==> src/hw/fetch_pkg.sv <==
package fetch_pkg;

    // delay-slot redirect sequence.
    typedef enum logic [1:0] {
        NORMAL       = 2'd0,
        FETCH_DS     = 2'd1,  // delay slot fetched, target pending.
        FETCH_TARGET = 2'd2   // target fetched, drop slot 2.
    } fetch_state_e;

    // boot rom entry.
    localparam logic [31:0] RESET_PC = 32'hbfc00000;

    // bht indexed by pc[9:2].
    localparam int BHT_IDX_W = 8;
    localparam int BHT_DEPTH = 1 << BHT_IDX_W;

    // btb indexed by pc[7:2], tagged with the rest.
    localparam int BTB_IDX_W   = 6;
    localparam int BTB_DEPTH   = 1 << BTB_IDX_W;
    localparam int BTB_TAG_LSB = BTB_IDX_W + 2;
    localparam int BTB_TAG_W   = 32 - BTB_TAG_LSB;

endpackage

==> src/hw/pc_gen.sv <==
`timescale 1ns/100ps

module pc_gen (
    input  logic        clk,
    input  logic        rst,
    input  logic        stall,
    input  logic        fifo_stall,
    input  logic        i_cache_stall,
    input  logic        fetch_ena,
    input  logic [31:0] fetch_target,
    output logic [31:0] pc,
    output logic        pc_valid
);
    import fetch_pkg::*;

    logic step;

    // a pair only moves on when both the fifo and the icache can take it.
    assign step = !fifo_stall && !i_cache_stall;

    always_ff @(posedge clk) begin
        if (rst) begin
            pc <= RESET_PC;
        end else if (!stall) begin
            if (fetch_ena) begin
                pc <= fetch_target;  // redirect wins over stepping.
            end else if (step) begin
                pc <= pc + 32'd8;
            end
        end
    end

    // first cycle out of reset has nothing fetched yet.
    always_ff @(posedge clk) begin
        if (rst) begin
            pc_valid <= 1'b0;
        end else begin
            pc_valid <= 1'b1;
        end
    end

    // without a redirect pc moves by whole pairs, so the
    // position inside the pair never changes.
    a_pair_step: assert property (@(posedge clk) disable iff (rst)
        !fetch_ena |=> pc[2:0] == $past(pc[2:0]))
        else $error("pc left its pair alignment without a redirect");

endmodule

==> config.mk <==
export PLATFORM = sky130hd
export DESIGN_NAME = pc_gen
export DESIGN_NICKNAME = d
export VERILOG_FILES = /design/src/hw/fetch_pkg.sv /design/src/hw/pc_gen.sv
export SDC_FILE = /design/constraint.sdc
export NUM_CORES = 1
export LEC_CHECK = 0
export BUFFER_PORTS_ARGS = -buffer_cell sky130_fd_sc_hd__buf_2
export CAP_MARGIN = 20
export CORE_MARGIN = 4
export CORE_UTILIZATION = 28
export DETAILED_ROUTE_END_ITERATION = 10
export GPL_TIMING_DRIVEN = 0
export PLACE_DENSITY_LB_ADDON = 0.15
export SLEW_MARGIN = 30
export SYNTH_ARGS = -nofsm -noshare
export SYNTH_HDL_FRONTEND = slang
export SYNTH_SLANG_ARGS = --single-unit
export TNS_END_PERCENT = 1
==> constraint.sdc <==
create_clock -name clk -period 4.1 [get_ports clk]
set_clock_uncertainty 0.2 [all_clocks]
set_input_delay 0.41 -clock clk [delete_from_list [all_inputs] [get_ports clk]]
set_output_delay 0.41 -clock clk [all_outputs]
set_load 0.05 [all_outputs]
After elaboration in Yosys (flattened, before gate mapping)
Cells that the tools add are included.
{"block": "totals", "register_bits": 33, "output_inout_bits": 33}
{"block": "classes", "addsub": 1, "mux": 3, "bitwise": 1, "reduce_logical": 5}
{"op": "$mux W32", "n": 2}
{"op": "$add A32 B4 Y32 const B", "n": 1}
{"op": "$logic_not A1 Y1", "n": 2}
{"op": "$reduce_and A2 Y1", "n": 1}
{"op": "$reduce_bool A2 Y1", "n": 1}
{"op": "$logic_and A1 B1 Y1", "n": 1}
{"op": "$mux W1", "n": 1}
{"op": "$not A1 Y1", "n": 1}

Longest topological paths before layout
Gate-level depths: netlist of run 1.
{"block": "logic_depth", "depth_word": 4, "ltp_mapped": 6, "mapped_depth_nobuf": 6}

Worst setup path before layout of run 1
Ideal clock, no wire load.
{"block": "synth_path", "kind": "register to register", "start": "register pc[3]", "end": "register pc[18]", "t_arrival_ns": 2.168, "slack_ns": 1.658, "stages_incl_launch_ff": 6, "path_buffers": 0, "cell_sequence": "dfxtp_1 -> and4_4 -> nand2_4 -> or4_4 -> or4_1 -> a31oi_1"}
{"block": "synth_via", "elab_chain_len": 3}
{"element": "start, declared", "line": "pc_gen.sv:11", "rtl": "output logic [31:0] pc,"}
{"element": "start signal, assigned", "line": "pc_gen.sv:26", "rtl": "pc <= fetch_target;"}
{"element": "start signal, assigned", "line": "pc_gen.sv:28", "rtl": "pc <= pc + 32'd8;"}
{"element": "$add A32 B4 Y32", "line": "pc_gen.sv:28"}
{"element": "$mux W32", "line": "pc_gen.sv:27", "rtl": "end else if (step) begin"}
{"element": "$mux W32", "line": "pc_gen.sv:25", "rtl": "if (fetch_ena) begin"}
No other way between the ends. The select of a mux whose other input is x is not followed.
A chain may end at the register's enable or synchronous reset.

Final worst setup path of run 1
{"block": "layout_path", "start": "register pc[3]", "end": "register pc[31]"}
The elaborated chain is that of the path after synthesis.

==> impl_metrics.py, run 1 <==
metrics = {
    "status": {
        "status": "completed",
    },
    "clock_tree": {
        "ctsRootBufferMaster": "clkbuf_8",
        "htree_levels": 2,
        "clock_sinks": 33,
        "cts_tree": "done",
        "post_cts_resized": 0,
        "holdBufCountCts": 0,
        "clock_path_buffers": 2,
        "post_cts_buffers": 0,
        "clk_pin_slew_ns": 0.07,
        "clock_latency_ns": 0.28,
        "numCtsBuffers": 5,
    },
    "timing": {
        "maxSlewViolCount": 0,
        "final-setup-viol-count": 0,
        "period_share_pct": 60.5,
        "worst_pin_slew_ns": 0.858,
        "fmax_mhz": 403,
        "fin_crit_ns": 2.48,
        "finalHoldViolCount": 0,
        "relSlewSlack_pct": 42.3,
        "rsz0062_at_grt": "false",
        "finalSetupTns_ns": 0,
        "hold_slack_ns": 0.155,
    },
    "pwr": {
        "clockPowerShare_pct": 30.3,
        "powerDensity_mw_per_mm2": 320,
        "p_leak_uw": 0.000951,
        "p_int_uw": 513,
        "vdd.ir_drop.worst_mv": 0.145,
        "seq_power_share_pct": 45.5,
        "p_comb_share_pct": 24.2,
        "swShare_pct": 35.7,
        "switching_power_uw": 285,
    },
    "global_route": {
        "grt_max_degree": 11,
        "grt_pass1_wl_um": 11500,
        "grt_pass1_vias": 2203,
        "globalRouteTotalUtil_pct": 17.1,
        "grt_antenna_before_repair": 0,
        "overflow": 0,
    },
    "setup_path": {
        "critPathSlowestCell": "dfxtp_1",
        "end_kind": "flip-flop",
        "critPathKind": "reg -> reg",
        "max_stage_delay_ns": 0.46,
        "worstPathRequired_ns": 4.07,
        "cp_data_arrival_time_ns": 2.45,
        "start_kind": "flip-flop",
        "path_cells": "ha_1 -> and3_1 -> nand4_1 -> nor3_1 -> nor3b_1 -> or3_1",
        "r2r_slack_ns": 1.62,
        "worst-path-max-fanout": 8,
    },
    "yosys": {
        "synth_top_area_share_pct": 33.9,
        "synth_top_area_cell": "dfxtp_1",
        "synth_edf_count": 0,
        "yosys-top-cells-count": "dfxtp_1, nand2_1, nor2_1",
        "synth-seq-cells": 33,
        "seq_area_frac_synth_pct": 33.9,
        "synth_fp_nets": 303,
        "synthCells": 264,
        "yosysWarnings": 0,
        "synth_flop_cell": "dfxtp_1",
        "yosysMostFrequentCell": "dfxtp_1",
        "synth_area_leaders": "dfxtp_1, nand2_1, a21oi_1, o21ai_0, nor2_1",
        "syn_avg_cell_area_sq_um": 7.38,
        "synth_area_sq_mm": 0.00195,
        "synth-async-reset-ratio_pct": 0,
        "synth_cell_types": 46,
    },
    "final_layout": {
        "final_cells": 437,
        "fin_nets": 379,
        "diodes": 0,
        "area_growth_pct": 28.1,
        "drive_above_1_share_pct": 24.0,
    },
    "route": {
        "firstDrtPassIters": 4,
        "route.detailed.drc": 0,
        "post_drt_wl_per_cell_um": 16.5,
        "wirelength_um": 7190,
        "vias": 2325,
        "drt_iter0_drc": 129,
        "ant_nets": 0,
        "viasPerCell": 5.32,
    },
    "die": {
        "rows": 30,
        "dieArea_sq_mm": 0.00836,
        "start_util_pct": 28.7,
        "core_area_sq_mm": 0.00679,
        "die_h_um": 91.4,
        "boundaryPins": 71,
        "dieWidth_um": 91.4,
    },
    "worst_hold_path": {
        "hold_path_class": "in -> reg",
    },
    "flow_run": {
        "cap_violations": 0,
    },
    "placement": {
        "hpwl_um": 5400,
        "place_congestion": 0.812,
        "dp.cells": 429,
        "port-buffer-count": 69,
    },
}
final cells by class:
cell class              instances  area [sq um]
flip-flops and latches         33           661
fillers                       793          4300
multi-input cells             209          1200
repair buffers                 69           345
well taps                      96           120
plain buffers                  17          71.3
inverters                       5          18.8
clock inverters                 2          10.0
clock buffers                   6          72.6
cells in the final DEF, fill, tap and decap left out, types with 5 or more instances in the layout:
master,instances
clkbuf_1,15
o21ai_0,20
and3_1,5
nor2_1,26
o31ai_1,6
a211oi_1,7
nand3_1,17
a31oi_1,6
clkbuf_8,5
dfxtp_1,33
a21oi_1,22
buf_2,69
o22ai_1,6
nand2_1,31
nand4_1,11
nor3_1,8
power groups by stage:
stage	registers, uW	clock network [uW]	logic (uW)
after floorplan	429	0	67.8
after global placement	370	0	194
after detailed placement	370	0	195
after CTS	362	251	195
after global routing	367	262	209
final	363	242	193
critical path, delay by kind of cell (launching register included):
kind | cells | cell delay (ns)
fa+ha+maj | 1 | 0.26
flops | 1 | 0.46
simple gates | 5 | 1.44
registers in the layout, indices dropped and copies added (netlist names):
register and count:
pc 32, pc_valid 1
kinds of logic after synthesis:
family                   synth area share [%]
AO/OA/AOI/OAI                            29.8
adder cells (fa/ha/maj)                 0.642
buffers and inverters                    4.62
flip-flops                               33.9
multiplexers                             1.03
AND/OR/NAND/NOR                          30.0
path summary, 6_finish.rpt:
kind / to / cells past startpoint / start
setup / recovery: pc[31] / 6 / pc[3]
hold / removal: pc[2] / 3 / fetch_target[2]
setup reg to reg: pc[31] / 6 / pc[3]
hold reg to reg: pc[2] / 2 / pc[2]
through the flow:
step                setup slack [ns]  power (uW)  util [%]  instance area [sq um]
floorplan                       1.66         497         -                   1950
global placement                1.65         563      35.5                   2410
detailed placement              1.62         564      35.5                   2410
CTS                             1.61         808      36.7                   2500
global route                    1.39         837      36.7                   2500
finish                          1.62         798      36.7                   2500
per-layer routing:
layer / up-vias / GRT usage (%) / share of wire (%)
met5: - / 0 / 0
met4: 0 / 3.39 / 0.83
li1: 1161 / - / -
met1: 1063 / 23.4 / 46
met2: 94 / 27.5 / 45
met3: 7 / 3.89 / 8.1
Power figures use the tool's default switching activity.
==> run 2, diff against run 1 <==
Clock period 4.1 ns to 2.1 ns, I/O delays scaled along.
==> run 2 against run 1 <==
Maximum frequency increased by 16%; non-clock buffer count increased by 5; clock-buffer cell count increased by 1; first-iteration DRC count is 40% higher; sequential power grew 95%; the flow now finishes with violations (negative setup slack); total power grew 100%; clock power increased by 110%; largest cell class unchanged.
==> impl_metrics.py, run 2 (synthesis gave the netlist of run 1 again) <==
metrics = {
    "status": {
        "status": "complete, but fails checks",
        "violations": "negative setup slack",
    },
    "final_layout": {
        "final_common_cell": "buf_2",
        "final_cell_mix": "buf_2, nand2_1, nor2_1",
        "fillers": 729,
        "final_area_sq_mm": 0.00264,
        "utilization_pct": 38.8,
        "fin_nets": 384,
        "largest_reg_flops": 32,
        "drive_above_1_share_pct": 31.9,
        "diodes": 0,
        "area.sequential_sq_um": 702,
        "reg_top3": "pc (32), pc_valid (1)",
        "area_growth_pct": 35.4,
        "largest-register": "pc",
        "multi_input_area_sq_mm": 0.00124,
    },
    "route": {
        "post_drt_wl_per_cell_um": 16.7,
        "vias": 2399,
        "wirelength_um": 7390,
        "ant_nets": 0,
        "route.detailed.drc": 0,
        "viasPerCell": 5.44,
        "firstDrtPassIters": 4,
        "drt_iter0_drc": 181,
    },
    "pwr": {
        "vdd.ir_drop.worst_mv": 0.198,
        "clockPowerShare_pct": 31.4,
        "seq_power_share_pct": 44.3,
        "power_uw": 1600,
        "p_comb_share_pct": 24.3,
        "powerDensity_mw_per_mm2": 606,
        "p_int_uw": 1040,
        "switching_power_uw": 560,
        "swShare_pct": 35.0,
        "p_leak_uw": 0.00101,
    },
    "clock_tree": {
        "clock_path_buffers": 2,
        "clock_sinks": 33,
        "numCtsBuffers": 5,
        "clk_pin_slew_ns": 0.07,
        "htree_levels": 2,
        "ctsRootBufferMaster": "clkbuf_8",
        "cts_tree": "done",
        "clock_latency_ns": 0.29,
    },
    "worst_hold_path": {
        "worstHoldStart": "fetch_target[3]",
        "holdPathEnd": "pc[3]",
        "hold_path_class": "in -> reg",
        "min_path_cells": 3,
    },
    "global_route": {
        "overflow": 0,
        "met2_usage_pct": 28.4,
        "grt_util_met3_pct": 4.39,
        "grt_pass1_wl_um": 12100,
        "grt_use_met1_pct": 24.6,
        "globalRouteTotalUtil_pct": 18.1,
        "grt_pass1_vias": 2384,
        "grt_antenna_before_repair": 0,
        "grt-busiest-layer": "met2",
        "grt_max_degree": 11,
    },
    "die": {
        "start_util_pct": 28.7,
        "core_area_sq_mm": 0.00679,
        "dieWidth_um": 91.4,
        "die_h_um": 91.4,
        "rows": 30,
        "boundaryPins": 71,
        "dieArea_sq_mm": 0.00836,
    },
    "timing": {
        "maxSlewViolCount": 0,
        "worst_pin_slew_ns": 0.891,
        "finalHoldViolCount": 0,
        "period_share_pct": 102,
        "relSlewSlack_pct": 40.5,
        "fmax_mhz": 468,
        "layout_setup_ws_ns": -0.0348,
        "fin_crit_ns": 2.13,
        "rsz0062_at_grt": "true",
        "final-setup-viol-count": 1,
    },
    "setup_path": {
        "path_cells": "and3_4 -> buf_6 -> nand2_4 -> or4_4 -> or4_1 -> a31oi_1",
        "critPathKind": "reg -> reg",
        "cp_data_arrival_time_ns": 2.14,
        "critPathLaunch": "pc[7]",
        "r2r_slack_ns": -0.03,
        "start_kind": "flip-flop",
        "max_stage_delay_ns": 0.56,
        "r2r-start": "pc[7]",
        "worstPathRequired_ns": 2.11,
        "regToRegEndpoint": "pc[18]",
        "end_kind": "flip-flop",
        "critPathSlowestCell": "or4_4",
        "r2r_cells": 6,
        "worst-path-max-fanout": 8,
    },
    "placement": {
        "hpwl_um": 5400,
        "place_area_sq_mm": 0.00246,
        "port-buffer-count": 69,
        "place_congestion": 0.770,
    },
    "flow_run": {
        "cap_violations": 0,
    },
}
## run 2: cell count changes in the layout (fill, tap and decap cells not counted), moves of 2 or more
cell / previous run / this run
dfxtp_1: 33 / 14
dfxtp_2: 0 / 12
dfxtp_4: 0 / 7
dlygate4sd3_1: 0 / 4
and3_1: 5 / 3
clkbuf_1: 15 / 13
clkbuf_2: 0 / 2
clkinv_2: 2 / 0
nor4_1: 4 / 2
nor4_4: 0 / 2
## run 2: repair_timing
item                                   CTS  global route
setup buffers                            1             0
endpoints found under the hold margin    4             0
pin swaps                                2             1
setup endpoints to repair               12            11
hold buffers                             4             0
gates resized for setup                  6             2
## run 2: worst max-delay path by stage
stage | slack, ns | to
floorplan | -0.02 | pc[31]
global placement | -0.18 | pc[31]
detailed placement | -0.21 | pc[31]
CTS | 0.02 | pc[31]
global route | -0.11 | pc[31]
finish | -0.03 | pc[18]
## run 2: power by group through the flow
stage	logic [uW]	registers, uW	clock network (uW)
2_1_floorplan	133	839	0
3_3_place_gp	380	722	0
3_5_place_dp	381	722	0
4_1_cts	388	708	510
5_1_grt	421	716	538
6_report	388	709	501
## run 2: critical path, delay by kind of cell, from the launching register on
kind | cells | cell delay [ns]
flops | 1 | 0.38
simple gates | 4 | 1.22
buf+inv | 1 | 0.12
compound gates | 1 | 0.13
## run 2: per-layer routing
layer	part of all wire [%]	vias up
met5	0	-
met1	48	1123
met3	7.4	6
met2	44	87
met4	0.83	0
li1	-	1183
## run 2: area by class of cell
cell class | count | area share, %
well taps | 96 | 4.55
multi-input cells | 209 | 47.2
clock buffers | 7 | 3.27
plain buffers | 17 | 2.80
repair buffers | 74 | 14.9
flip-flops and latches | 33 | 26.6
inverters | 5 | 0.712
## run 2: metrics by stage
step	worst slack [ns]	hold slack (ns)	TNS, ns	std cells
global route	-0.110	0.0252	-0.492	441
floorplan	-0.0164	0.146	-0.0164	264
global placement	-0.184	0.241	-1.07	429
CTS	0.0157	0.00269	0	441
finish	-0.0348	0.00302	-0.0348	441
detailed placement	-0.211	0.248	-1.40	429
==> run 3, diff against run 2 <==
Settings changed: CELL_PAD_IN_SITES_DETAIL_PLACEMENT set to 0, CELL_PAD_IN_SITES_GLOBAL_PLACEMENT set to 1.
==> run 3 against run 2 <==
The run still ends with negative setup slack left; cell count increased by 0.23%; combinational power about the same; via count decreased by 2.0%; total power about the same; largest cell class unchanged; largest power group unchanged.
==> impl_metrics.py, run 3 (synthesis gave the netlist of run 1 again) <==
metrics = {
    "status": {
        "status": "complete, but fails checks",
        "violations": "negative setup slack",
    },
    "timing": {
        "finalSetupTns_ns": -0.00164,
        "period_share_pct": 100,
        "maxSlewViolCount": 0,
        "fmax_mhz": 476,
        "finalHoldViolCount": 0,
        "relSlewSlack_pct": 38.5,
        "fin_crit_ns": 2.10,
        "final-setup-viol-count": 1,
        "layout_setup_ws_ns": -0.00164,
        "rsz0062_at_grt": "true",
        "worst_pin_slew_ns": 0.921,
    },
    "final_layout": {
        "largest_reg_flops": 32,
        "diodes": 0,
        "utilization_pct": 38.8,
        "area_growth_pct": 35.5,
        "final_cells": 442,
        "drive_above_1_share_pct": 31.8,
        "final_cell_mix": "buf_2, nand2_1, nor2_1",
        "fin_nets": 385,
        "final_common_cell": "buf_2",
        "largest-register": "pc",
        "fillers": 755,
        "reg_top3": "pc (32), pc_valid (1)",
    },
    "setup_path": {
        "worst-path-max-fanout": 6,
        "critPathKind": "reg -> reg",
        "path_cells": "nand4_1 -> or4_4 -> or4_1 -> a31oi_1",
        "cp_data_arrival_time_ns": 2.10,
        "critPathSlowestCell": "or4_4",
        "end_kind": "flip-flop",
        "start_kind": "flip-flop",
        "max_stage_delay_ns": 0.63,
        "worstPathRequired_ns": 2.10,
    },
    "clock_tree": {
        "clock_path_buffers": 2,
        "clk_pin_slew_ns": 0.07,
        "clock_latency_ns": 0.28,
        "ctsRootBufferMaster": "clkbuf_8",
        "clock_sinks": 33,
        "numCtsBuffers": 5,
        "htree_levels": 2,
        "cts_tree": "done",
    },
    "route": {
        "route.detailed.drc": 0,
        "viasPerCell": 5.32,
        "ant_nets": 0,
        "firstDrtPassIters": 4,
        "drt_iter0_drc": 156,
        "wirelength_um": 7640,
        "vias": 2350,
        "post_drt_wl_per_cell_um": 17.3,
    },
    "pwr": {
        "p_comb_share_pct": 24.4,
        "p_leak_uw": 0.000988,
        "clockPowerShare_pct": 31.4,
        "powerDensity_mw_per_mm2": 606,
        "swShare_pct": 35.1,
        "p_int_uw": 1040,
        "vdd.ir_drop.worst_mv": 0.258,
        "seq_power_share_pct": 44.2,
        "switching_power_uw": 561,
    },
    "placement": {
        "pre_cts_ws_ns": -0.220,
        "port-buffer-count": 69,
        "hpwl_um": 5510,
        "place_congestion": 0.786,
        "dp.cells": 429,
    },
    "die": {
        "die_h_um": 91.4,
        "start_util_pct": 28.7,
        "dieWidth_um": 91.4,
        "boundaryPins": 71,
        "rows": 30,
        "core_area_sq_mm": 0.00679,
        "dieArea_sq_mm": 0.00836,
    },
    "worst_hold_path": {
        "hold_path_class": "in -> reg",
    },
    "global_route": {
        "globalRouteTotalUtil_pct": 18.6,
        "grt_antenna_before_repair": 0,
        "overflow": 0,
        "grt_pass1_wl_um": 12300,
        "grt_pass1_vias": 2322,
        "grt_max_degree": 11,
    },
    "flow_run": {
        "cap_violations": 0,
    },
}
==> run 3: cell types whose count changed in the layout (fill, tap and decap cells not counted), sizes merged <==
cell         delta
dlygate4sd3     +1
==> run 3: metal layers <==
layer	vias to the layer above	share of wire, %	wire (um)	track usage [%]
met3	4	5.5	419	4.14
li1	1174	-	-	-
met5	-	0	0	0
met2	74	44	3400	29.2
met4	0	0.47	36	3.02
met1	1098	50	3790	26.3
==> run 3: repair_timing <==
item | in CTS | in global routing
hold buffers | 5 | 0
setup endpoints to repair | 12 | 14
gates resized for setup | 4 | 5
buffers inserted | 0 | 1
hold endpoints to repair | 5 | 0
pin swaps | 3 | 3
==> run 3: layout make-up <==
| class | count | area [sq um] | area share (%) |
|---|---|---|---|
| multi-input combinational | 209 | 1230 | 46.6 |
| tap | 96 | 120 | 4.55 |
| timing repair buffer | 75 | 403 | 15.3 |
| inverter | 5 | 18.8 | 0.711 |
| sequential | 33 | 707 | 26.8 |
| clock buffer | 7 | 86.3 | 3.27 |
| buffer | 17 | 73.8 | 2.80 |
==> run 3: stage by stage <==
step           cell area [sq um]  hold slack, ns  power [uW]
6_report                    2640          0.0267        1600
3_5_place_dp                2460           0.248        1100
5_1_grt                     2640          0.0506        1680
3_3_place_gp                2460           0.241        1100
2_1_floorplan               2000           0.146         972
4_1_cts                     2620          0.0123        1620
==> run 3: power groups by stage <==
stage	clock network, uW	logic (uW)	registers [uW]
after floorplan	0	133	839
after global placement	0	381	722
after detailed placement	0	383	721
after CTS	523	391	707
after global routing	544	424	714
final	502	390	707
==> run 3: final timing paths <==
kind	from	slack, ns	to	depth (start not counted)
setup / recovery	pc[12]	-0.002	pc[18]	4
hold / removal	fetch_target[31]	0.03	pc[31]	4
setup reg to reg	pc[12]	-0.002	pc[18]	4
hold reg to reg	pc[1]	0.26	pc[1]	2
==> run 3: worst max-delay path, delay by kind of cell (launching register included) <==
family / cells / cell delay, ns
AND/OR/NAND/NOR: 3 / 1.30
flip-flops: 1 / 0.37
AO/OA/AOI/OAI: 1 / 0.14
