==> src/hw/mips_isa_pkg.sv <==
package mips_isa_pkg;

    // instruction field positions used by the jump decode.
    localparam int OPCODE_HI = 31;
    localparam int OPCODE_LO = 26;
    localparam int FUNCT_HI  = 5;
    localparam int FUNCT_LO  = 0;

    // major opcodes, only the ones the front end cares about.
    typedef enum logic [5:0] {
        SPECIAL = 6'h00,
        REGIMM  = 6'h01,  // bltz, bgez and the linking forms.
        J       = 6'h02,
        JAL     = 6'h03,
        BEQ     = 6'h04,
        BNE     = 6'h05,
        BLEZ    = 6'h06,
        BGTZ    = 6'h07
    } opcode_e;

    // register jumps under SPECIAL.
    typedef enum logic [5:0] {
        JR   = 6'h08,
        JALR = 6'h09
    } funct_e;

endpackage

==> src/hw/fetch_pkg.sv <==
package fetch_pkg;

    // delay-slot redirect sequence.
    typedef enum logic [1:0] {
        NORMAL       = 2'd0,
        FETCH_DS     = 2'd1,  // delay slot fetched, target pending.
        FETCH_TARGET = 2'd2   // target fetched, drop slot 2.
    } fetch_state_e;

    // boot rom entry.
    localparam logic [31:0] RESET_PC = 32'hbfc00000;

    // bht indexed by pc[9:2].
    localparam int BHT_IDX_W = 8;
    localparam int BHT_DEPTH = 1 << BHT_IDX_W;

    // btb indexed by pc[7:2], tagged with the rest.
    localparam int BTB_IDX_W   = 6;
    localparam int BTB_DEPTH   = 1 << BTB_IDX_W;
    localparam int BTB_TAG_LSB = BTB_IDX_W + 2;
    localparam int BTB_TAG_W   = 32 - BTB_TAG_LSB;

endpackage

==> src/hw/dynamic_fetch.sv <==
`timescale 1ns/100ps

module dynamic_fetch (
    input  logic        clk,
    input  logic        rst,
    input  logic        stall,
    input  logic        flush,
    input  logic        ex_stall,
    input  logic [31:0] ex_pc,
    input  logic        ex_is_jmp,
    input  logic        ex_act_taken,
    input  logic [31:0] ex_act_target,
    input  logic        flush_req,
    input  logic        fifo_stall,
    input  logic        i_cache_stall,
    input  logic        pc_valid,
    input  logic [31:0] pc,
    input  logic [31:0] inst_1,
    input  logic [31:0] inst_2,
    input  logic        inst_ok_1,
    input  logic        inst_ok_2,
    input  logic        raw_taken_1,
    input  logic        raw_taken_2,
    input  logic [31:0] raw_target_1,
    input  logic [31:0] raw_target_2,
    output logic        flush_pc_reg,
    output logic        fetch_ena,
    output logic [31:0] fetch_target,
    output logic        pred_taken_1,
    output logic        pred_taken_2,
    output logic [31:0] pred_target_1,
    output logic [31:0] pred_target_2,
    output logic        w_fifo_en_1,
    output logic        w_fifo_en_2,
    output logic [31:0] jmp_total,
    output logic [31:0] jmp_flush
);
    import mips_isa_pkg::*;
    import fetch_pkg::*;

    fetch_state_e state_q;
    fetch_state_e state_d;
    logic [31:0]  ds_target;    // target waiting behind the delay slot.
    logic [31:0]  saved_target;
    logic [31:0]  flush_target;
    logic         only_ds;
    logic         fifo_ok;

    // branches and jumps, including jr/jalr.
    function automatic logic is_jump(input logic [31:0] inst);
        opcode_e opc;
        funct_e  fn;
        opc = opcode_e'(inst[OPCODE_HI:OPCODE_LO]);
        fn  = funct_e'(inst[FUNCT_HI:FUNCT_LO]);
        case (opc)
            REGIMM, J, JAL, BEQ, BNE, BLEZ, BGTZ: is_jump = 1'b1;
            SPECIAL: is_jump = (fn == JR) || (fn == JALR);
            default: is_jump = 1'b0;
        endcase
    endfunction

    // the predictor only sees addresses, so gate by the decode.
    assign pred_taken_1  = raw_taken_1 && is_jump(inst_1) && inst_ok_1;
    assign pred_taken_2  = raw_taken_2 && is_jump(inst_2) && inst_ok_2;
    assign pred_target_1 = raw_target_1;
    assign pred_target_2 = raw_target_2;

    assign fifo_ok     = !fifo_stall && !i_cache_stall && pc_valid;
    assign w_fifo_en_1 = inst_ok_1 && fifo_ok;
    assign w_fifo_en_2 = inst_ok_2 && fifo_ok && !only_ds;

    assign flush_target = ex_act_taken ? ex_act_target : ex_pc + 32'd8;

    always_comb begin
        state_d      = NORMAL;
        fetch_ena    = 1'b0;
        fetch_target = 32'h0;
        flush_pc_reg = 1'b0;
        ds_target    = 32'h0;
        only_ds      = 1'b0;
        if (flush_req) begin
            // execute knows better, in any state.
            fetch_ena    = 1'b1;
            fetch_target = flush_target;
            flush_pc_reg = 1'b1;
        end else begin
            case (state_q)
                NORMAL: begin
                    if (pred_taken_1 && inst_ok_2) begin
                        // delay slot already in hand.
                        fetch_ena    = 1'b1;
                        fetch_target = raw_target_1;
                        flush_pc_reg = 1'b1;
                    end else if (pred_taken_1) begin
                        state_d      = FETCH_DS;
                        fetch_ena    = 1'b1;
                        fetch_target = pc + 32'd4;
                        flush_pc_reg = 1'b1;
                        ds_target    = raw_target_1;
                    end else if (pred_taken_2) begin
                        state_d      = FETCH_DS;
                        fetch_ena    = 1'b1;
                        fetch_target = pc + 32'd8;
                        flush_pc_reg = 1'b1;
                        ds_target    = raw_target_2;
                    end
                end
                FETCH_DS: begin
                    state_d      = FETCH_TARGET;
                    fetch_ena    = 1'b1;
                    fetch_target = saved_target;
                end
                FETCH_TARGET: begin
                    only_ds = 1'b1;  // word after the slot is not on the path.
                end
                default: begin
                    state_d = NORMAL;
                end
            endcase
        end
    end

    always_ff @(posedge clk) begin
        if (rst || flush) begin
            state_q <= NORMAL;
        end else if (!stall) begin
            state_q <= state_d;
        end
    end

    always_ff @(posedge clk) begin
        if (!stall && state_d == FETCH_DS) begin
            saved_target <= ds_target;
        end
    end

    always_ff @(posedge clk) begin
        if (rst) begin
            jmp_total <= 32'h0;
            jmp_flush <= 32'h0;
        end else if (!ex_stall) begin
            if (ex_is_jmp) begin
                jmp_total <= jmp_total + 32'd1;
            end
            if (flush_req) begin
                jmp_flush <= jmp_flush + 32'd1;
            end
        end
    end

    a_flush_has_ena: assert property (@(posedge clk) disable iff (rst)
        flush_pc_reg |-> fetch_ena)
        else $error("flush_pc_reg without fetch_ena");

    a_state_legal: assert property (@(posedge clk) disable iff (rst)
        state_q inside {NORMAL, FETCH_DS, FETCH_TARGET})
        else $error("fetch state took the unused encoding");

endmodule

==> config.mk <==
export PLATFORM = sky130hd
export DESIGN_NAME = dynamic_fetch
export DESIGN_NICKNAME = d
export VERILOG_FILES = /design/src/hw/mips_isa_pkg.sv /design/src/hw/fetch_pkg.sv /design/src/hw/dynamic_fetch.sv
export SDC_FILE = /design/constraint.sdc
export NUM_CORES = 1
export LEC_CHECK = 0
export BUFFER_PORTS_ARGS = -buffer_cell sky130_fd_sc_hd__buf_4
export CAP_MARGIN = 10
export CORE_UTILIZATION = 30
export CTS_BUF_LIST = sky130_fd_sc_hd__clkbuf_16
export CTS_CLUSTER_SIZE = 28
export DETAILED_ROUTE_END_ITERATION = 10
export PLACE_DENSITY_LB_ADDON = 0.12
export SYNTH_ARGS = -nofsm -noshare
export SYNTH_HDL_FRONTEND = slang
export SYNTH_SLANG_ARGS = --single-unit
==> constraint.sdc <==
create_clock -name clk -period 3.9 [get_ports clk]
set_input_delay 0.78 -clock clk [delete_from_list [all_inputs] [get_ports clk]]
set_output_delay 0.78 -clock clk [all_outputs]
set_load 0.005 [all_outputs]
### Yosys cells after proc, flatten, opt, wreduce, memory -nomap -nowiden

Index checks and enable logic that the tools add are counted.

* bits in registers: 98
* input port bits: 239
* logic and storage cells: 82
* output and inout bits: 166

* mux-type cells: 24
* equality and inequality tests: 21
* reduce and logical (&&, ||, !) cells: 26
* bitwise operators: 2
* $add $sub $neg: 5

Operators by type and width (number)
* 32-bit two-way mux: 7
* 32-bit by 1-bit adder with 32-bit output (second input constant): 2
* 32-bit by 4-bit adder with 32-bit output (second input constant): 2
* 32-bit one-hot mux with 2 select lines: 1
* 6-bit by 3-bit == test with 1-bit output (second input constant): 8
* 32-bit by 3-bit adder with 32-bit output (second input constant): 1
* 6-bit by 2-bit == test with 1-bit output (second input constant): 4
* 6-bit by 4-bit == test with 1-bit output (second input constant): 4
* 7-bit OR reduction: 2
* 6-bit by 1-bit == test with 1-bit output (second input constant): 2
* 6-bit zero test: 2
* 1-bit logical AND: 11
* 1-bit two-way mux: 11
* 1-bit one-hot mux with 2 select lines: 3
* 2-bit by 1-bit == test with 1-bit output (second input constant): 2
* 1-bit zero test: 4
* 2-bit one-hot mux with 2 select lines: 1
* 2-bit AND reduction: 2
* 1-bit logical OR: 3
* 3-bit OR reduction: 1
* 2-bit == test (second input constant): 1
* 2-bit zero test: 1
* 2-bit two-way mux: 1
* 1-bit inverter: 2

### Depth between registers and ports, before layout

Gate-level depths: netlist of run 1.

* word-level depth: 12
* gate-level depth with buffers: 8
* depth with buffers taken out: 7

### Least setup slack after synthesis of run 1

No wires, ideal clock.

* path kind: input port to flip-flop
* start point: input port inst_1[2]
* end point: register saved_target[0], enable pin
* data required time: 3479 ps
* library setup time: 421 ps
* arrival: 3701 ps
* stages on the path: 8
* slack: -222 ps
* buffers on the path: 2
* path through: or4b_1 > o21ai_1 > nand2_1 > clkbuf_8 > a21oi_2 > nand2_1 > clkbuf_1 > nor2_1

* word-level cells in the longest chain between the ends: 11
* elaborated cells between the ends (all ways): 13
* classes of those cells: eq/ne: 3; mux: 5; reduce/logical: 5

Ends and longest elaborated chain
* start: declaration: RTL line dynamic_fetch.sv:18 `input logic [31:0] inst_1,`
* 6-bit by 4-bit == test with 1-bit output: RTL line dynamic_fetch.sv:57 `SPECIAL: is_jump = (fn == JR) || (fn == JALR);`
* 1-bit logical OR *: RTL line dynamic_fetch.sv:57
* 1-bit one-hot mux with 2 select lines *: RTL line dynamic_fetch.sv:55 `case (opc)`
* 1-bit logical AND * (2 in series): RTL line dynamic_fetch.sv:63 `assign pred_taken_1 = raw_taken_1 && is_jump(inst_1) && inst_ok_1;`
* 1-bit two-way mux or 1-bit logical AND (tied branches): RTL line dynamic_fetch.sv:94, dynamic_fetch.sv:89
* 1-bit two-way mux *: RTL line dynamic_fetch.sv:89 `if (pred_taken_1 && inst_ok_2) begin`
* 2-bit one-hot mux with 2 select lines *: RTL line dynamic_fetch.sv:87 `case (state_q)`
* 2-bit two-way mux *: RTL line dynamic_fetch.sv:81 `if (flush_req) begin`
* 2-bit by 1-bit == test with 1-bit output *: RTL line dynamic_fetch.sv:132 `if (!stall && state_d == FETCH_DS) begin`
* 1-bit logical AND *: RTL line dynamic_fetch.sv:132
* end signal: assignment: RTL line dynamic_fetch.sv:133 `saved_target <= ds_target;`
* end: declaration: RTL line dynamic_fetch.sv:44 `logic [31:0] saved_target;`

Mark *: on every way between the ends. The rest lies on a longest branch, timed or not.
A chain may end at the register's enable or synchronous reset.

### Final worst setup path of run 1

* start point: input port inst_1[2]
* end point: output port fetch_target[24]

* word-level cells in the longest chain between the ends: 9
* elaborated cells between the ends (all ways): 11
* classes of those cells: eq/ne: 2; mux: 5; reduce/logical: 4

Ends and longest elaborated chain
* 6-bit by 4-bit == test with 1-bit output: RTL line dynamic_fetch.sv:57
* 1-bit logical OR *: RTL line dynamic_fetch.sv:57
* 1-bit one-hot mux with 2 select lines *: RTL line dynamic_fetch.sv:55
* 1-bit logical AND * (2 in series): RTL line dynamic_fetch.sv:63
* 32-bit two-way mux or 1-bit logical AND (tied branches): RTL line dynamic_fetch.sv:94, dynamic_fetch.sv:89
* 32-bit two-way mux *: RTL line dynamic_fetch.sv:89
* 32-bit one-hot mux with 2 select lines *: RTL line dynamic_fetch.sv:87
* 32-bit two-way mux *: RTL line dynamic_fetch.sv:81
* end: declaration: RTL line dynamic_fetch.sv:28 `output logic [31:0] fetch_target,`

Marked as above.

==> results.txt, run 1 <==
- Run status: finished clean
* Mux cell area share after synthesis: 0.0211
- Summed over all layers, the routed wires come to 32.7 mm.
- Highest achievable clock rate: approximately 260 MHz
- DP HPWL: roughly 26 mm
* Endpoint of the most critical register-to-register path: saved_target[25]$_SDFFCE_PP0P_
- #FFs+latches synth: 98
* Fin crit period: approximately 3.8 ns
* Post-CTS Repair Setup Buffers: 0
- Warnings, synthesis: 0
* Cell with the largest stage delay on the worst path: sky130_fd_sc_hd__or4b_1
- Average wire per cell in the routed design: between 15 and 20 um
- Buffers & Inverters on Critical Path: 4
* Fraction of the mapped netlist area in compound gates: 0.164
* Vias in the first global route: between 8000 and 9000
- The clock passes through at most 2 buffers.
- Deepest level of the CTS H-tree: 3
- Across the run, the number of max-cap violations was 0.
- The cell that appears most often on the critical path is sky130_fd_sc_hd__buf_4.
- Length of the first detailed-routing pass in iterations: 5
* List of cells traversed by the critical path: buf_4 > or4b_1 > o21ai_1 > nand2_2 > inv_2 > buf_4 > o221ai_1 > a221oi_1 > a211o_1 > buf_4
- The initial utilization of the core area, before any placement, comes to 0.308.
- Across every metal layer, demand over resource in global routing totals 0.234.
- The cell sitting at the root of the clock tree is a sky130_fd_sc_hd__clkbuf_16.
* DR iter-0 viols: about 540
- When the netlist entered floorplanning its net count stood at 1262.
- Overall die height: between 150 and 200 um
* Placement row count: 58
- Initial antenna violation count: 4
- STA classifies the critical path endpoint as an output pin.
- Count of final setup violators: 0
- The die is approximately 160 um wide.
- The worst setup path is launched from a primary input.
- Unique cell type count in the Yosys netlist: 70
- Clock buffer count from CTS: 9
- Cells on worst reg2reg path: 7
* Die Area: 0.0267 sq mm
* Part of the Yosys area used for sequential elements: 0.292
* CTS Sinks: between 90 and 100
- Cell area after synthesis: between 0.007 and 0.008 sq mm
* Most frequent cells after synthesis: sky130_fd_sc_hd__nand2_1 (149), sky130_fd_sc_hd__nor2_1 (95), sky130_fd_sc_hd__buf_4 (69)
* Share of the synthesized area in the top cell type: 0.169
- Cell with the most instances after synthesis: sky130_fd_sc_hd__nand2_1
- Count of flip-flops with a built-in enable after synthesis: 32
* Dominant combinational cell family by area after synthesis: simple AND/OR/NAND/NOR gates
- In this run the critical register-to-register path is launched from state_q[0]$_SDFFE_PP0N_.
- Main synth FF type: sky130_fd_sc_hd__dfxtp_1
* Cell family with the largest share of critical-path delay: compound AO/OA/AOI/OAI gates
- Critical path type: in2out
- In this design, the stage delay of the slowest critical-path cell is about 0.54 ns.
- Wire length of the first global-routing pass: around 47 mm
- P&R area growth vs syn: 38.0%
- Counting flops with an async set or reset pin after synthesis yields a share of 0.
- Synthesized area per cell: about 7.7 sq um
* Final standard cell utilization of the core: 0.425
* Register-to-register setup slack: 1.59 ns
* Share of cells above drive strength 1: 0.333
- The detail route stage leaves a number of antenna-violating nets equal to 0.
- Input and output buffers added on the ports amount to between 300 and 400.
- Final worst-path setup slack: about 0.12 ns
* Hold Path Class: reg2reg
- Ranking of synthesized cells by area: sky130_fd_sc_hd__dfxtp_1 (17%), sky130_fd_sc_hd__edfxtp_1 (12%), sky130_fd_sc_hd__nand2_1 (7.1%), sky130_fd_sc_hd__buf_4 (6.6%), sky130_fd_sc_hd__xor2_1 (6.5%)
- Total number of vias: between 8000 and 9000
- Required time at the endpoint of the critical path: around 3.1 ns
- For this design the ratio of total power to cell area is roughly 230 mW/mm^2.
- Summing all non-filler instances in the final layout gives an area of ~0.011 sq mm.
- In this run the most critical hold path is launched from jmp_flush[11]$_SDFFE_PP0P_.
- Worst slew margin relative to its limit: 0.483
- Post-placement worst setup slack: 0.00606 ns
- Setup repair after global routing missed its margin: no
* Num ports: 405
- Final setup skew: approximately 0.012 ns
* Remaining design rule violation count: 0
* P_leak: around 4.4 nW
- Max-slew violation count: 0
- After technology mapping, the gate count stands at between 1000 and 1500.
* Final Wtd Congestion: 0.914
* Total stage count of the critical path: 10
* TritonCTS clock tree: built
- Synthesized-area fraction occupied by xor and xnor cells: 0.126
- Setup tns final: 0 ns
* Simple-gate share of the synthesized area: 0.279
* Maximum number of pins on one net before global-route repair: 67
* Count of final hold-check violations: 0
- Along the worst path, the maximum fanout reaches 15.
- After detailed routing, the number of vias per cell comes to about 5.2.
- The total area inside the core boundary comes to between 0.02 and 0.03 sq mm.
- Number of gates given a new drive strength after cts: 1
- Crit path arrival time: around 3.0 ns
- At the pin with the least slew margin, the transition time is 0.769 ns.
- Cts-stage hold buffer count: 0
- Final period utilization: 0.968
* Min-Delay Endpoint: jmp_flush[11]$_SDFFE_PP0P_
- Clock transition at the register clock pins on the worst setup and hold paths after CTS: about 0.07 ns
- The worst-case IR drop observed on VDD is ~0.00019 V.
- The worst hold path was traced through 2 stages.
* Latest clock arrival within the worst-skew pair: about 0.35 ns
- Total gr overflow: 0
- The synthesized design spends more area on one cell type than any other, namely sky130_fd_sc_hd__dfxtp_1.
* Adder-cell area share of the yosys netlist: 0.00799
* Final Net Count: 1548
- Placed Area: 0.0105 sq mm
## routing by layer
layer  part of all wire  GRT usage  wire length [um]
met1               0.41      0.289             13500
met5            0.00037          0                12
met4              0.019     0.0669               627
met3              0.085     0.0543              2770
met2               0.48      0.403             15700
## flip-flops by register name, summed over array words and instances (netlist names)
name / count
jmp_flush: 32
jmp_total: 32
state_q: 2
saved_target: 32
## kinds of logic after synthesis
logic type               after synthesis
XOR/XNOR                             113
adder cells (fa/ha/maj)                5
AO/OA/AOI/OAI                        198
flip-flops                            98
AND/OR/NAND/NOR                      446
buffers and inverters                142
multiplexers                          16
## report_power, final
group	switching, mW	internal, mW	leakage, nW
Combinational	0.283	0.297	3.49
Clock	0.436	0.446	0.138
Sequential	0.00470	1.05	0.761
## stage by stage
| stage | hold slack (ns) | power, mW | cells |
|---|---|---|---|
| floorplan | 0.483 | 1.33 | 1018 |
| global route | 0.554 | 2.63 | 1640 |
| global placement | 0.488 | 1.66 | 1623 |
| CTS | 0.511 | 2.55 | 1639 |
| detailed placement | 0.501 | 1.66 | 1623 |
| finish | 0.507 | 2.52 | 1642 |
## placed cells by master (no fill, tap or decap), drive strengths merged, types with 4 or more instances in the layout
cell type and n:
a222oi 5, clkbuf 9, o211ai 13, or4 7, ha 5, nor3 28, o21ai 58, a21oi 48
dfxtp 66, o31ai 5, xnor2 55, nand2 149, nor4 18, and2 7, a221oi 4, or3 13
nor2b 4, inv 23, nand3 44, a22o 4, nand4 39, nor2 95, clkinv 5, and3 14
mux2 4, a22oi 16, xor2 58, edfxtp 32, a31oi 8, a21o 4, mux2i 12, and4 14
buf 395
## worst register-to-register path, stage by stage (launching register included)
cell	delay, ns
sky130_fd_sc_hd__dfxtp_1	0.43
sky130_fd_sc_hd__or3_1	0.47
sky130_fd_sc_hd__buf_4	0.21
sky130_fd_sc_hd__a21oi_2	0.19
sky130_fd_sc_hd__nand2_1	0.13
sky130_fd_sc_hd__buf_4	0.18
sky130_fd_sc_hd__nor2_4	0.08
sky130_fd_sc_hd__buf_4	0.29
## worst max-delay path by stage
stage / slack (ns) / start / endpoint
after CTS: 0.02 / inst_1[2] / fetch_target[28]
final: 0.12 / inst_1[2] / fetch_target[24]
after global placement: 0.02 / inst_1[2] / fetch_target[12]
after floorplan: 0.31 / inst_1[2] / saved_target[0]$_SDFFCE_PP0P_
after detailed placement: 0.006 / inst_1[2] / fetch_target[12]
after global routing: 0.006 / inst_1[2] / fetch_target[26]
## layout make-up
type / instances / area, sq um
Multi-Input combinational cell: 778 / 4710
Timing Repair Buffer: 395 / 3020
Sequential cell: 98 / 2280
Clock inverter: 7 / 65.1
Clock buffer: 9 / 225
Tap cell: 330 / 413
Fill cell: 2744 / 14600
Antenna cell: 3 / 7.51
Inverter: 22 / 82.6
Power figures use the tool's default switching activity.
==> inputs of run 2 (changes only) <==
--- a/config.mk
+++ b/config.mk
@@ -5,6 +5,8 @@
 export SDC_FILE = /design/constraint.sdc
 export NUM_CORES = 1
 export LEC_CHECK = 0
+export ABC_AREA = 1
+export ABC_CLOCK_PERIOD_IN_PS = 3900
 export BUFFER_PORTS_ARGS = -buffer_cell sky130_fd_sc_hd__buf_4
 export CAP_MARGIN = 10
 export CORE_UTILIZATION = 30
==> run 2 against run 1 <==
Final cell count up 36%. Highest routed layer is now met4. Non-clock buffer count shrank 9. Sequential share of layout area is 2.5 points lower.
==> results.txt, run 2 <==
- Cts-stage hold buffer count: 0
- Hold Path Class: reg2reg
- Relative to the synthesized area, the layout overhead comes to 32.8%.
* Max cap viols: 0
- Cell family with the largest share of critical-path delay: buffers and inverters
* Peak supply drop: ~0.00017 V
* Async set or reset register ratio after synthesis: 0
* Count of final hold-check violations: 0
* Setup tns final: 0 ns
- Share of cells above drive strength 1: 0.240
- Net switching power: between 0.8 and 0.9 mW
- Final Net Count: ~2100
- Data on the critical path arrives at its endpoint at about 2.8 ns.
* Run status: finished clean
- Placement row count: between 60 and 70
* Crit start category: primary input
* Count of final setup violators: 0
- Leaving out fill and tap cells, the most frequent cell in the layout is sky130_fd_sc_hd__nand2_1.
- Together, buffers and inverters on the worst path number 5.
- The count of nets left with antenna violations once routing finished came out at 0.
- In this run the post-CTS setup repair buffer count came out at 0.
- Ranking of synthesized cells by area: sky130_fd_sc_hd__nand2_1 (17%), sky130_fd_sc_hd__dfxtp_1 (14%), sky130_fd_sc_hd__nor2_1 (11%), sky130_fd_sc_hd__edfxtp_1 (10%), sky130_fd_sc_hd__nand3_1 (6.5%)
* Leading cell types in the layout, fill and taps excluded: sky130_fd_sc_hd__nand2_1 (427), sky130_fd_sc_hd__buf_4 (385), sky130_fd_sc_hd__nor2_1 (260)
- Clock Power Share: 0.363
- In the synthesized netlist the dominant register cell turns out to be sky130_fd_sc_hd__dfxtp_1.
- Relative contribution of sequential cells to total power: 0.402
* Warnings, synthesis: 0
* Critical path type: in2out
* Maximum number of pins on one net before global-route repair: 43
* Placed Area: approximately 0.012 sq mm
- The later pin in the worst-skew pair is clocked with a latency of around 0.37 ns.
- Remaining design rule violation count: 0
- Using the TritonRoute via totals, the vias-per-cell ratio works out to about 4.9.
* Die Area: around 0.031 sq mm
* CP peak stage delay: roughly 0.31 ns
- The via count of the first global-routing pass was 10500.
- The count of pins over their slew limit is 0.
- In this run the horizontal extent of the chip is 177 um.
- The share of synthesized area in the top cell type comes to 0.174.
- For this block, the via count after detailed routing is around 11000.
- Unique cell type count in the Yosys netlist: 48
* DP HPWL: 32.3 mm
- List of cells traversed by the critical path: buf_4 > inv_1 > nand2_1 > nor2_1 > nand2_1 > a21oi_4 > buf_4 > nand2_1 > inv_1 > nand3_1 > nand3_1 > nand2_1 > o211ai_1 > buf_4
* Clock buffer count from CTS: 9
- Highest achievable clock rate: between 200 and 300 MHz
- STA classifies the critical path endpoint as an output pin.
- For the pin with the worst max-slew slack, the measured transition is between 0.7 and 0.8 ns.
- During placement, the flow inserted port buffers numbering 362.
- Cell area after synthesis: ~0.0092 sq mm
- Fin crit period: between 3 and 4 ns
* Required time at the endpoint of the critical path: 3.12 ns
* Area of the placeable core: 0.0299 sq mm
- Cell with the most instances on the worst path: sky130_fd_sc_hd__nand2_1
- Length of the first detailed-routing pass in iterations: 5
- Cells after synthesis: 1549
* Nets in the synthesized netlist: about 1800
- Cell taking the most area after synthesis: sky130_fd_sc_hd__nand2_1
- Clock transition at the register clock pins on the worst setup and hold paths after CTS: roughly 0.090 ns
- Dividing the final minimum period by the clock period gives 0.907.
- Setup repair after global routing left no endpoint under its margin.
- After the first detailed-routing iteration, the DRC count stood at between 700 and 800.
* Total gr overflow: 0
- The routed design has 39.6 mm of wire.
* Pwr Density: roughly 220 mW/mm^2
- Measured against its own limit, the worst slew margin works out to 0.494.
* Final setup skew: ~0.012 ns
- Average wire per cell in the routed design: around 18 um
* Most frequent cells after synthesis: sky130_fd_sc_hd__nand2_1 (427), sky130_fd_sc_hd__nor2_1 (261), sky130_fd_sc_hd__inv_1 (149)
* Part of the Yosys area used for sequential elements: 0.248
* #FFs+latches synth: just under 100
- Root cell of the clock tree: sky130_fd_sc_hd__clkbuf_16
- CTS Sinks: slightly below 100
- Crit Path Max Fanout: 16
* Switching part of the total power: 0.315
* Synthesized area per cell: just under 6 sq um
- Cell with the most instances after synthesis: sky130_fd_sc_hd__nand2_1
* Number of buffers on the longest clock path: 2
* Cell internal power dissipation: roughly 1.8 mW
* Largest registers: jmp_flush x32, jmp_total x32, saved_target x32
- P_leak: 5.39 nW
- Number of gates given a new drive strength after cts: 0
- Overall die height: about 180 um
* Wire length of the first global-routing pass: between 50 and 60 mm
- Across every metal layer, demand over resource in global routing totals 0.248.
* Number of fillers in the final layout: ~3300
- CTS built an H-tree with a depth of 3.
* Num ports: slightly above 400
- Initial Utilization: 0.308
- Initial antenna violation count: 2
- Cell with the largest stage delay on the worst path: sky130_fd_sc_hd__inv_1
- TritonCTS built the clock tree.
- Final Wtd Congestion: a little over 0.9
* Logic gate share of total power: 0.235
- With fillers left out, the area of the finished cells amounts to 0.0122 sq mm.
- The synthesized design contains 32 enable-type register cells.
run 2: changes by cell type after synthesis, moves of 12 or more:
cell / before / now
sky130_fd_sc_hd__mux2i_1: 12 / 0
sky130_fd_sc_hd__a22oi_1: 16 / 2
sky130_fd_sc_hd__nor3_1: 27 / 84
sky130_fd_sc_hd__nand3_1: 44 / 120
sky130_fd_sc_hd__or3_1: 13 / 0
sky130_fd_sc_hd__clkbuf_1: 37 / 20
sky130_fd_sc_hd__xnor2_1: 55 / 17
sky130_fd_sc_hd__xor2_1: 58 / 37
sky130_fd_sc_hd__nor2_1: 95 / 261
sky130_fd_sc_hd__inv_1: 20 / 149
sky130_fd_sc_hd__and4_1: 14 / 0
sky130_fd_sc_hd__nor4_1: 17 / 1
sky130_fd_sc_hd__nand2_1: 149 / 427
run 2: cells by family (layout without fill, tap and decap cells):
group                    Yosys count  after routing  synth area share
AND/OR/NAND/NOR                  980            980             0.459
buffers and inverters            261            555             0.138
AO/OA/AOI/OAI                    151            151            0.0973
flip-flops                        98             98             0.248
XOR/XNOR                          54             54            0.0514
adder cells (fa/ha/maj)            5              5           0.00680
other                              0              2                 0
run 2: layout make-up:
cell class	instances	area, sq um	area share
multi-input combinational	1190	5660	0.463
timing repair buffer	386	2910	0.238
sequential	98	2280	0.187
inverter	153	574	0.0470
tap	390	488	0.0399
clock buffer	9	225	0.0184
clock inverter	7	76.3	0.00625
antenna	2	5.00	0.000410
run 2: metal layers:
layer,vias to the layer above,GRT usage,share of wire
met5,-,0,0
met4,0,0.113,0.042
met3,62,0.0468,0.062
met2,389,0.432,0.49
met1,4935,0.291,0.41
li1,5538,-,-
run 2: through the flow:
step / util / setup slack, ns / cells / total power, mW / hold slack (ns)
6_report: 0.409 / 0.361 / 2235 / 2.64 / 0.470
3_5_place_dp: 0.399 / 0.350 / 2217 / 1.70 / 0.457
3_3_place_gp: 0.399 / 0.345 / 2217 / 1.70 / 0.453
5_1_grt: 0.409 / 0.181 / 2233 / 2.76 / 0.506
4_1_cts: 0.409 / 0.350 / 2233 / 2.66 / 0.475
2_1_floorplan: - / 1.10 / 1549 / 1.35 / 0.455
run 2: power by group through the flow:
stage          combinational (mW)  clock [mW]  sequential, mW
2_1_floorplan               0.265           0            1.08
3_3_place_gp                0.618           0            1.08
3_5_place_dp                0.621           0            1.08
4_1_cts                     0.623       0.983            1.06
5_1_grt                     0.676        1.02            1.06
6_report                    0.620       0.956            1.06
run 2: worst paths after layout:
| path | depth (start not counted) | slack, ns | start | end |
|---|---|---|---|---|
| setup / recovery | 14 | 0.36 | inst_1[30] | fetch_target[4] |
| hold / removal | 2 | 0.47 | jmp_total[31]$_SDFFE_PP0P_ | jmp_total[31]$_SDFFE_PP0P_ |
| setup reg to reg | 5 | 1.17 | state_q[1]$_SDFFE_PP0N_ | saved_target[17]$_SDFFCE_PP0P_ |
| hold reg to reg | 2 | 0.47 | jmp_total[31]$_SDFFE_PP0P_ | jmp_total[31]$_SDFFE_PP0P_ |
run 2: worst min-delay path: stages, from the launching register on:
cell	delay [ns]
sky130_fd_sc_hd__dfxtp_1	0.32
sky130_fd_sc_hd__inv_1	0.06
sky130_fd_sc_hd__a21oi_1	0.05
==> inputs of run 3 (changes only) <==
==> constraint.sdc (replaced) <==
create_clock -name clk -period 3.9 [get_ports clk]
set_input_delay 0.195 -clock clk [delete_from_list [all_inputs] [get_ports clk]]
set_output_delay 0.195 -clock clk [all_outputs]
set_load 0.005 [all_outputs]
==> run 3 against run 2 <==
Critical path depth grew 1. Via count down 0.19%. Sequential power about the same. Power is essentially flat. First-iteration DRC count rose by 1.3%. Sequential cell count unchanged. Wire length fell by 1.5%. Largest power group unchanged.
==> results.txt, run 3 (synthesized netlist as in run 2, its figures left out) <==
* Run status: finished clean
- Hold Path Class: in2reg
* DP HPWL: 31.7 mm
- Max cap viols: 0
- Number of fillers in the final layout: ~3300
* Critical path type: in2out
- Switching part of the total power: 0.303
* Number of buffers on the longest clock path: 2
* Crit start category: primary input
- Logic gate share of total power: 0.232
* Final Net Count: 2070
- For the worst setup path, the data required time is approximately 3.7 ns.
* Clock Power Share: 0.366
- Data on the critical path arrives at its endpoint at 2.52 ns.
- Number of buffer cells added on primary ports: ~360
- Hold repair after CTS inserted 0 buffers.
- The smallest clock period supported by the final layout is computed as about 2.7 ns.
- Vias in the first global route: between 10000 and 15000
* Setup tns final: 0 ns
- Clock buffer count from CTS: 9
- Pin placement for this block handled 405 I/O pins.
- The largest registers in the layout are jmp_flush x32, jmp_total x32, saved_target x32.
- Final Wtd Congestion: ~0.92
* Cells on worst reg2reg path: 6
- Cell internal power dissipation: between 1.5 and 2 mW
* Relative contribution of sequential cells to total power: 0.402
- After clock tree synthesis, the clock-pin slew on the worst setup and hold paths is about 0.080 ns.
- Wire length of the first global-routing pass: ~60 mm
- For this design the ratio of total power to cell area is around 220 mW/mm^2.
- The worst-case IR drop observed on VDD is ~0.00016 V.
- Setup slack closes at approximately 1.2 ns.
- Setup violations remaining at the end of the flow were counted as 0.
- In this run the remaining antenna-violating nets after routing total 0.
- Nature of the critical path endpoint: output pin
- The number of setup buffers added after CTS is 0.
- Leading cell types in the layout, fill and taps excluded: sky130_fd_sc_hd__nand2_1 (427), sky130_fd_sc_hd__buf_4 (372), sky130_fd_sc_hd__nor2_1 (260)
- Total number of vias: between 10000 and 15000
- The clock drives slightly below 100 sinks.
- The die covers around 0.031 sq mm.
- Setup repair after global routing missed its margin: no
- After the first detailed-routing iteration, the DRC count stood at slightly above 700.
* Highest achievable clock rate: approximately 370 MHz
* Worst slew margin relative to its limit: 0.477
* Post-placement worst setup slack: roughly 1.2 ns
* Latest clock arrival within the worst-skew pair: about 0.36 ns
* Deepest level of the CTS H-tree: 3
- Initial Utilization: 0.308
* Maximum number of pins on one net before global-route repair: 44
* Most common cell after layout, fill and taps aside: sky130_fd_sc_hd__nand2_1
* P_leak: around 5.3 nW
- Crit Path Max Fanout: 35
* TritonCTS clock tree: built
- Max-slew violation count: 0
- Worst Max-Slew Pin Slew: approximately 0.8 ns
- Average wire per cell in the routed design: 17.5 um
* Share of cells above drive strength 1: 0.235
- Average vias per placed instance: about 4.9
- Wires add up to 39.0 mm.
- Number of stages on the worst hold path: 3
- Count of final hold-check violations: 0
* Chip width: about 180 um
- Summed over all nets, the switching power comes to between 0.7 and 0.8 mW.
- Across every metal layer, demand over resource in global routing totals 0.245.
- Number of gates given a new drive strength after cts: 0
- Remaining design rule violation count: 0
- Global routing finished with a remaining overflow of 0.
* Final worst hold slack: ~0.084 ns
- The die is 177 um tall.
- The floorplan has 63 rows.
* Final period utilization: 0.695
- Area of the placeable core: between 0.02 and 0.03 sq mm
- The first TritonRoute pass finished after 5 iterations.
- The area growth from synthesis to layout is 32.0%.
- Initial antenna violation count: 1
- Root cell of the clock tree: sky130_fd_sc_hd__clkbuf_16
- For the final database, setup skew stands at between 0.01 and 0.015 ns.
==> run 3: path summary, 6_finish.rpt <==
check / endpoint / startpoint / slack, ns
hold / removal: state_q[1]$_SDFFE_PP0N_ / stall / 0.08
setup / recovery: fetch_target[9] / inst_1[30] / 1.19
setup reg to reg: saved_target[13]$_SDFFCE_PP0P_ / state_q[1]$_SDFFE_PP0N_ / 1.46
hold reg to reg: jmp_total[31]$_SDFFE_PP0P_ / jmp_total[31]$_SDFFE_PP0P_ / 0.47
==> run 3: area by class of cell <==
| type | instances | area, sq um | area share |
|---|---|---|---|
| Tap cell | 390 | 488 | 0.0402 |
| Timing Repair Buffer | 374 | 2830 | 0.233 |
| Sequential cell | 98 | 2280 | 0.188 |
| Multi-Input combinational cell | 1190 | 5660 | 0.466 |
| Clock buffer | 10 | 250 | 0.0206 |
| Clock inverter | 6 | 60.1 | 0.00494 |
| Inverter | 153 | 574 | 0.0473 |
| Antenna cell | 1 | 2.50 | 0.000206 |
==> run 3: layer usage <==
metal / GRT usage / routed length (um) / share of wire / vias up
met2: 0.439 / 19200 / 0.49 / 387
met4: 0.0894 / 1250 / 0.032 / 0
met5: 0 / 0 / 0 / -
met1: 0.295 / 16200 / 0.41 / 4954
li1: - / - / - / 5512
met3: 0.0314 / 2340 / 0.060 / 50
==> run 3: power by group through the flow <==
stage                     logic (mW)  clock network, mW  registers (mW)
after floorplan                0.265                  0            1.08
after global placement         0.613                  0            1.08
after detailed placement       0.616                  0            1.08
after CTS                      0.618              0.986            1.06
after global routing           0.670               1.03            1.06
final                          0.612              0.966            1.06
==> run 3: metrics by stage <==
stage	utilization	power (mW)	instance area, sq um	instances
final	0.407	2.64	12100	2222
after global routing	0.407	2.76	12100	2221
after CTS	0.407	2.66	12100	2221
after global placement	0.396	1.70	11800	2205
after detailed placement	0.396	1.70	11800	2205
after floorplan	-	1.35	9200	1549
==> run 3: worst max-delay path, cell delays in order <==
cell and delay, ns:
sky130_fd_sc_hd__buf_4 0.11, sky130_fd_sc_hd__inv_1 0.04, sky130_fd_sc_hd__nand2_1 0.04, sky130_fd_sc_hd__nor2_1 0.14
sky130_fd_sc_hd__nand2_1 0.11, sky130_fd_sc_hd__a21oi_4 0.50, sky130_fd_sc_hd__nand2_2 0.31, sky130_fd_sc_hd__buf_4 0.36
sky130_fd_sc_hd__o21ai_0 0.19, sky130_fd_sc_hd__inv_1 0.05, sky130_fd_sc_hd__nand2_1 0.05, sky130_fd_sc_hd__nand2_1 0.07
sky130_fd_sc_hd__nand2_1 0.13, sky130_fd_sc_hd__nand2_1 0.08, sky130_fd_sc_hd__buf_4 0.14
